==> src/logic/fastFifoPkg.sv <==
package fastFifoPkg;

    // Word width of one FIFO entry
    localparam int DATA_WIDTH_DEFAULT = 16;

    // Address width; one entry stays unused so capacity is 2**DEPTH_LOG2 - 1
    localparam int DEPTH_LOG2_DEFAULT = 4;

    // Retiming stages on the write command and write data path
    localparam int WRITE_STAGES_DEFAULT = 2;

    // Retiming stages on the read address path
    localparam int READ_STAGES_DEFAULT = 1;

    // Memory output registers, 0 for distributed RAM, 2 for block RAM
    localparam int OUT_STAGES_DEFAULT = 2;

    // Depth of the local reset tree inside the controller
    localparam int RESET_STAGES = 2;

endpackage

==> src/logic/fifoMemPort.sv <==
`timescale 1ns/1ps

interface fifoMemPort #(
    parameter int DEPTH_LOG2 = fastFifoPkg::DEPTH_LOG2_DEFAULT
);

    // Write command, already retimed by the controller
    logic                  writeEnable;
    logic [DEPTH_LOG2-1:0] writeAddr;

    // Read address command, already retimed by the controller
    logic                  readAddressStall;
    logic [DEPTH_LOG2-1:0] readAddr;

    modport ctrl (
        output writeEnable,
        output writeAddr,
        output readAddressStall,
        output readAddr
    );

    modport mem (
        input writeEnable,
        input writeAddr,
        input readAddressStall,
        input readAddr
    );

endinterface

==> src/logic/hyperpipe.sv <==
`timescale 1ns/1ps

module hyperpipe #(
    parameter int CYCLES = 1,
    parameter int WIDTH = 1
) (
    input  logic             clk,
    input  logic [WIDTH-1:0] dataIn,
    output logic [WIDTH-1:0] dataOut
);

    generate
        if (CYCLES == 0) begin : gWire
            // No retiming requested
            assign dataOut = dataIn;
        end else begin : gRegs
            logic [WIDTH-1:0] stages [CYCLES];

            // Plain shift chain, free for the tools to retime
            always_ff @(posedge clk) begin
                stages[0] <= dataIn;
                for (int i = 1; i < CYCLES; i++) begin
                    stages[i] <= stages[i-1];
                end
            end

            assign dataOut = stages[CYCLES-1];
        end
    endgenerate

endmodule

==> src/logic/fastFifoController.sv <==
`timescale 1ns/1ps

module fastFifoController #(
    parameter int DEPTH_LOG2 = fastFifoPkg::DEPTH_LOG2_DEFAULT,
    parameter int READ_ADDR_STAGES = fastFifoPkg::READ_STAGES_DEFAULT,
    parameter int WRITE_ADDR_STAGES = fastFifoPkg::WRITE_STAGES_DEFAULT,
    parameter int OUT_STAGES = fastFifoPkg::OUT_STAGES_DEFAULT
) (
    input  logic                  clk,
    input  logic                  rst,
    input  logic                  writeEnable,
    input  logic                  readRequest,
    output logic [DEPTH_LOG2-1:0] usedw,
    output logic                  empty,
    output logic                  dataOutValid,
    fifoMemPort.ctrl              memPort
);
    import fastFifoPkg::*;

    logic                  rstLocal;
    logic                  rstD;
    logic [DEPTH_LOG2-1:0] writeAddr;
    logic [DEPTH_LOG2-1:0] readPtr;
    logic                  writeAccept;
    logic [DEPTH_LOG2-1:0] writeCount;
    logic [DEPTH_LOG2-1:0] visibleLimit;
    logic                  isReading;
    logic                  issueRead;
    logic [DEPTH_LOG2-1:0] nextReadAddr;
    logic [DEPTH_LOG2:0]   writeCmd;
    logic [DEPTH_LOG2:0]   writeCmdD;
    logic [DEPTH_LOG2:0]   readCmd;
    logic [DEPTH_LOG2:0]   readCmdD;

    // Local reset tree, plus one extra cycle for the read address preload
    hyperpipe #(.CYCLES(RESET_STAGES), .WIDTH(1)) rstPipe (
        .clk    (clk),
        .dataIn (rst),
        .dataOut(rstLocal)
    );

    always_ff @(posedge clk) begin
        rstD <= rstLocal;
    end

    assign writeAccept = writeEnable && !rstLocal;

    // Write count including this cycle's write, made visible once the data has landed
    assign writeCount = rstLocal ? '0 : writeAddr + DEPTH_LOG2'(writeAccept);

    hyperpipe #(.CYCLES(WRITE_ADDR_STAGES + 1), .WIDTH(DEPTH_LOG2)) limitPipe (
        .clk    (clk),
        .dataIn (writeCount),
        .dataOut(visibleLimit)
    );

    assign usedw = visibleLimit - readPtr;
    assign empty = visibleLimit == readPtr;

    assign isReading = readRequest && !empty && !rstLocal && !rstD;

    // Memory address register always holds the head word ahead of the request
    assign issueRead = isReading || rstD;
    assign nextReadAddr = readPtr + DEPTH_LOG2'(isReading);

    always_ff @(posedge clk) begin
        if (rstLocal) begin
            writeAddr <= '0;
            readPtr <= '0;
        end else begin
            if (writeAccept) begin
                writeAddr <= writeAddr + 1'b1;
            end
            if (isReading) begin
                readPtr <= readPtr + 1'b1;
            end
        end
    end

    hyperpipe #(.CYCLES(READ_ADDR_STAGES + OUT_STAGES), .WIDTH(1)) validPipe (
        .clk    (clk),
        .dataIn (isReading),
        .dataOut(dataOutValid)
    );

    assign writeCmd = {writeAccept, writeAddr};

    hyperpipe #(.CYCLES(WRITE_ADDR_STAGES), .WIDTH(DEPTH_LOG2 + 1)) writePipe (
        .clk    (clk),
        .dataIn (writeCmd),
        .dataOut(writeCmdD)
    );

    assign readCmd = {!issueRead, nextReadAddr};

    hyperpipe #(.CYCLES(READ_ADDR_STAGES), .WIDTH(DEPTH_LOG2 + 1)) readPipe (
        .clk    (clk),
        .dataIn (readCmd),
        .dataOut(readCmdD)
    );

    assign memPort.writeEnable = writeCmdD[DEPTH_LOG2];
    assign memPort.writeAddr = writeCmdD[DEPTH_LOG2-1:0];
    assign memPort.readAddressStall = readCmdD[DEPTH_LOG2];
    assign memPort.readAddr = readCmdD[DEPTH_LOG2-1:0];

endmodule

==> src/logic/fifoMemory.sv <==
`timescale 1ns/1ps

module fifoMemory #(
    parameter int WIDTH = fastFifoPkg::DATA_WIDTH_DEFAULT,
    parameter int DEPTH_LOG2 = fastFifoPkg::DEPTH_LOG2_DEFAULT,
    parameter int OUT_STAGES = fastFifoPkg::OUT_STAGES_DEFAULT
) (
    input  logic             clk,
    fifoMemPort.mem          memPort,
    input  logic [WIDTH-1:0] dataIn,
    output logic [WIDTH-1:0] dataOut
);

    logic [WIDTH-1:0]      memory [2**DEPTH_LOG2];
    logic [DEPTH_LOG2-1:0] writeAddrReg;
    logic [WIDTH-1:0]      writeDataReg;
    logic                  writeEnableReg;
    logic [DEPTH_LOG2-1:0] readAddrReg;
    logic [WIDTH-1:0]      dataFromMem;

    // Write port registered once before the array
    always_ff @(posedge clk) begin
        writeAddrReg <= memPort.writeAddr;
        writeDataReg <= dataIn;
        writeEnableReg <= memPort.writeEnable;
        if (writeEnableReg) begin
            memory[writeAddrReg] <= writeDataReg;
        end
    end

    // Read address register, held while stalled
    always_ff @(posedge clk) begin
        if (!memPort.readAddressStall) begin
            readAddrReg <= memPort.readAddr;
        end
    end

    // Mixed-port collision is undefined, as on the real RAM blocks
    assign dataFromMem = (writeEnableReg && writeAddrReg == readAddrReg) ?
                         {WIDTH{1'bx}} : memory[readAddrReg];

    hyperpipe #(.CYCLES(OUT_STAGES), .WIDTH(WIDTH)) outPipe (
        .clk    (clk),
        .dataIn (dataFromMem),
        .dataOut(dataOut)
    );

endmodule

==> src/logic/fastFifo.sv <==
`timescale 1ns/1ps

module fastFifo #(
    parameter int WIDTH = fastFifoPkg::DATA_WIDTH_DEFAULT,
    parameter int DEPTH_LOG2 = fastFifoPkg::DEPTH_LOG2_DEFAULT,
    parameter int WRITE_ADDR_STAGES = fastFifoPkg::WRITE_STAGES_DEFAULT,
    parameter int READ_ADDR_STAGES = fastFifoPkg::READ_STAGES_DEFAULT,
    parameter int OUT_STAGES = fastFifoPkg::OUT_STAGES_DEFAULT
) (
    input  logic                  clk,
    input  logic                  rst,
    input  logic                  writeEnable,
    input  logic                  readRequest,
    input  logic [WIDTH-1:0]      dataIn,
    output logic [WIDTH-1:0]      dataOut,
    output logic [DEPTH_LOG2-1:0] usedw,
    output logic                  empty,
    output logic                  dataOutValid
);

    logic [WIDTH-1:0] dataInD;

    fifoMemPort #(.DEPTH_LOG2(DEPTH_LOG2)) memPort ();

    fastFifoController #(
        .DEPTH_LOG2       (DEPTH_LOG2),
        .READ_ADDR_STAGES (READ_ADDR_STAGES),
        .WRITE_ADDR_STAGES(WRITE_ADDR_STAGES),
        .OUT_STAGES       (OUT_STAGES)
    ) controller (
        .clk         (clk),
        .rst         (rst),
        .writeEnable (writeEnable),
        .readRequest (readRequest),
        .usedw       (usedw),
        .empty       (empty),
        .dataOutValid(dataOutValid),
        .memPort     (memPort.ctrl)
    );

    // Write data follows the same delay as the write command
    hyperpipe #(.CYCLES(WRITE_ADDR_STAGES), .WIDTH(WIDTH)) writeDataPipe (
        .clk    (clk),
        .dataIn (dataIn),
        .dataOut(dataInD)
    );

    fifoMemory #(
        .WIDTH     (WIDTH),
        .DEPTH_LOG2(DEPTH_LOG2),
        .OUT_STAGES(OUT_STAGES)
    ) memory (
        .clk    (clk),
        .memPort(memPort.mem),
        .dataIn (dataInD),
        .dataOut(dataOut)
    );

endmodule

==> config.mk <==
export PLATFORM = sky130hd
export DESIGN_NAME = fastFifo
export DESIGN_NICKNAME = d
export VERILOG_FILES = /design/src/logic/fastFifoPkg.sv /design/src/logic/fifoMemPort.sv /design/src/logic/hyperpipe.sv /design/src/logic/fastFifoController.sv /design/src/logic/fifoMemory.sv /design/src/logic/fastFifo.sv
export SDC_FILE = /design/constraint.sdc
export NUM_CORES = 1
export LEC_CHECK = 0
export ABC_AREA = 1
export BUFFER_PORTS_ARGS = -buffer_cell sky130_fd_sc_hd__buf_2
export CORE_AREA = 2 2 203 205
export CTS_CLUSTER_SIZE = 25
export DETAILED_ROUTE_END_ITERATION = 6
export DIE_AREA = 0 0 205 207
export PLACE_DENSITY = 0.46
export SYNTH_ARGS = -nofsm -noshare
export SYNTH_HDL_FRONTEND = slang
export SYNTH_SLANG_ARGS = --single-unit
==> constraint.sdc <==
create_clock -name clk -period 2.8 [get_ports clk]
set_input_delay 0.14 -clock clk [delete_from_list [all_inputs] [get_ports clk]]
set_output_delay 0.14 -clock clk [all_outputs]
set_load 0.01 [all_outputs]
==> metrics <==
Hold-fix buffers, CTS=19; worst setup path startpoint=controller.readPtr[2]; I/O pins=42; clk_skew=0.01596 ns; nets=1217; iteration-0 DRC count of the detailed router=494; Final period util=76.82%; Worst-path clk slew=0.06 ns; Port-buffer cells=41; clock insertion delay at the later pin of the skew report=0.56 ns; Worst-Margin Slew=0.6899 ns; Synth Warn #=0; Max Buffers Root-to-Sink=3; Sinks on Clock Net=390; Worst slew margin=53.95%; Power Total=13.05 mW; crit end category=primary output; xor-xnor portion of the synthesized cell area=0.3784%; Startpoint Class=flip-flop; WL per Instance=17.75 um; setup tns final=0 ns; max_cap viols=0; Hold WC Path Type=in -> reg; Lkg Pwr=6.151 nW; Tot GR Track Use=15.02%; Yosys reg bits=390; min-delay src=dataIn[13]; H-tree levels=2; Synth Area per Inst=12.40 um2; Final Hold Fails=0; Reg-to-Reg Start=controller.readPtr[2]; Slew Viols, Final=0; RSZ-0062 raised after global routing=no; Yosys cell types=22; chip width=205 um; Worst Path Required=2.66 ns; cells after synthesis=1120; largest family of logic cells by synthesized area=simple AND/OR/NAND/NOR gates; root buf cell=clkbuf_16; syn nets=1150; post-synthesis sequential area ratio=74.97%; # setup viols final=0; compound-gate portion of the synthesized area=4.794%; Synth Area in Adders=0.9551%; Worst Path Class, Setup=reg -> out; Critical Path Slowest Stage Cell=dfxtp_1; fmax=464.9 MHz; post-synthesis mux area share=0%; 1st-pass router iterations=4; first-pass GRT wire length=47.80 mm; # rows=74; Core Region=0.04037 mm2; Post-DRT Antenna Nets=0; pin count of the biggest net entering global routing=119; Data arrival, critical path=2.01 ns; die area=0.04244 mm2; Worst Path Max Fanout=7; CP cell instances=inv_1, ha_1, nand2_1, o21ai_0, xor2_1, buf_2; most common cell after layout, fill and taps aside=edfxtp_1; DRC Markers=0; CTS tree=built; Peak VDD IR=0.0003603 V; via count=8029; Post-CTS Setup Inserts=0; worst setup margin=0.6490 ns; routability cong.=0.7211; leading cell types in the layout, fill and taps excluded=edfxtp_1 (260), nand2_1 (216), dfxtp_1 (129), nor2_1 (119), nand3_1 (102); Synth Cell Area=0.01389 mm2; sequential cell area=0.01041 mm2; initial core utilization=34.40%; P&R area growth vs syn=17.32%; Power Density=801.3 mW/mm2; vias in the first global route=7926; Final Critical Period=2.151 ns; Resized Gates After CTS=0; layout cells sized above 1=13.44%; simple-gate share of the synthesized area=13.42%; Detailed Route WL=31.11 mm; filler instances=3849; dpl hpwl=16.85 mm; Multi-input gate area=0.002754 mm2; fin cells=1752; Placed Cells=1655; pre-CTS worst setup slack=0.7058 ns; total gr overflow=0; Ant. Diodes=0; Slowest Stage Delay on Critical Path=0.45 ns; die height=207 um; vias per inst=4.583; TritonCTS buffer count=43; status=complete, no violations; initial antenna violation count=0
==> critical path, delay by kind of cell, from the launching register on <==
kind / cells / cell delay (ns)
XOR/XNOR: 1 / 0.16
buffers and inverters: 2 / 0.25
flip-flops: 1 / 0.45
AND/OR/NAND/NOR: 1 / 0.08
adder cells (fa/ha/maj): 1 / 0.34
AO/OA/AOI/OAI: 1 / 0.19
==> per-stage QoR <==
stage / hold slack (ns) / instance area, um2 / utilization (%)
global route: 0.2049 / 16290 / 40.35
global placement: 0.2426 / 14610 / 36.20
CTS: 0.1820 / 16290 / 40.35
finish: 0.2184 / 16290 / 40.35
floorplan: 0.1677 / 13890 / -
detailed placement: 0.2448 / 14610 / 36.20
==> layout make-up <==
cell class                      instances  share of cell area (%)
Clock buffer                           66                   8.564
Clock inverter                         12                  0.5684
Inverter                               72                   1.667
Multi-Input combinational cell        588                   16.90
Sequential cell                       390                   63.92
Tap cell                              532                   4.086
Timing Repair Buffer                   92                   4.286
==> synthesized netlist by cell type, drive strengths merged <==
cell	instances	area [um2]
nand2	216	810.8
xnor2	3	26.28
nand3	103	520.5
nor2	135	506.7
clkbuf	13	48.80
buf	57	442.9
xor2	3	26.28
edfxtp	260	7807
o21ai	63	315.3
nand4	4	25.02
dfxtp	130	2603
inv	72	270.3
fa	1	20.02
ha	9	112.6
a21oi	13	65.06
o211ai	38	285.3
==> kinds of logic (layout without fill, tap and decap cells) <==
kind of cell | Yosys count | after routing
buf+inv | 142 | 242
flops | 390 | 390
fa+ha+maj | 10 | 10
simple gates | 458 | 458
xor+xnor | 6 | 6
compound gates | 114 | 114
==> state kept, by name (all words and copies together), names as in the netlist, 2 cells and up, named ones only <==
register	flops
memory.writeAddrReg	4
controller.validPipe.gRegs.stages	3
controller.readPipe.gRegs.stages	5
memory.readAddrReg	4
controller.writePipe.gRegs.stages	10
writeDataPipe.gRegs.stages	32
controller.readPtr	4
memory.writeDataReg	16
memory.outPipe.gRegs.stages	32
controller.writeAddr	4
memory.memory	256
controller.rstPipe.gRegs.stages	2
controller.limitPipe.gRegs.stages	12
==> where the power goes <==
group | total [mW] | leakage [nW] | switching, mW | internal [mW]
sequential | 6.47 | 3.43 | 0.131 | 6.34
combinational | 0.816 | 1.98 | 0.528 | 0.287
clock | 5.77 | 0.742 | 2.24 | 3.53
==> path summary, 6_finish.rpt <==
kind / endpoint / slack, ns / cells past startpoint
max: usedw[3] / 0.65 / 6
min: writeDataPipe.gRegs.stages[0][13] / 0.22 / 2
max reg2reg: controller.readPipe.gRegs.stages[0][2] / 0.72 / 10
min reg2reg: writeDataPipe.gRegs.stages[1][2] / 0.32 / 0
==> layer usage <==
metal / track usage [%] / share of wire, %
met1: 20.62 / 47
met2: 23.96 / 47
met3: 2.580 / 3.9
met4: 5.334 / 2.5
met5: 0 / 0
No activity file was read; power rests on OpenSTA's default activity.
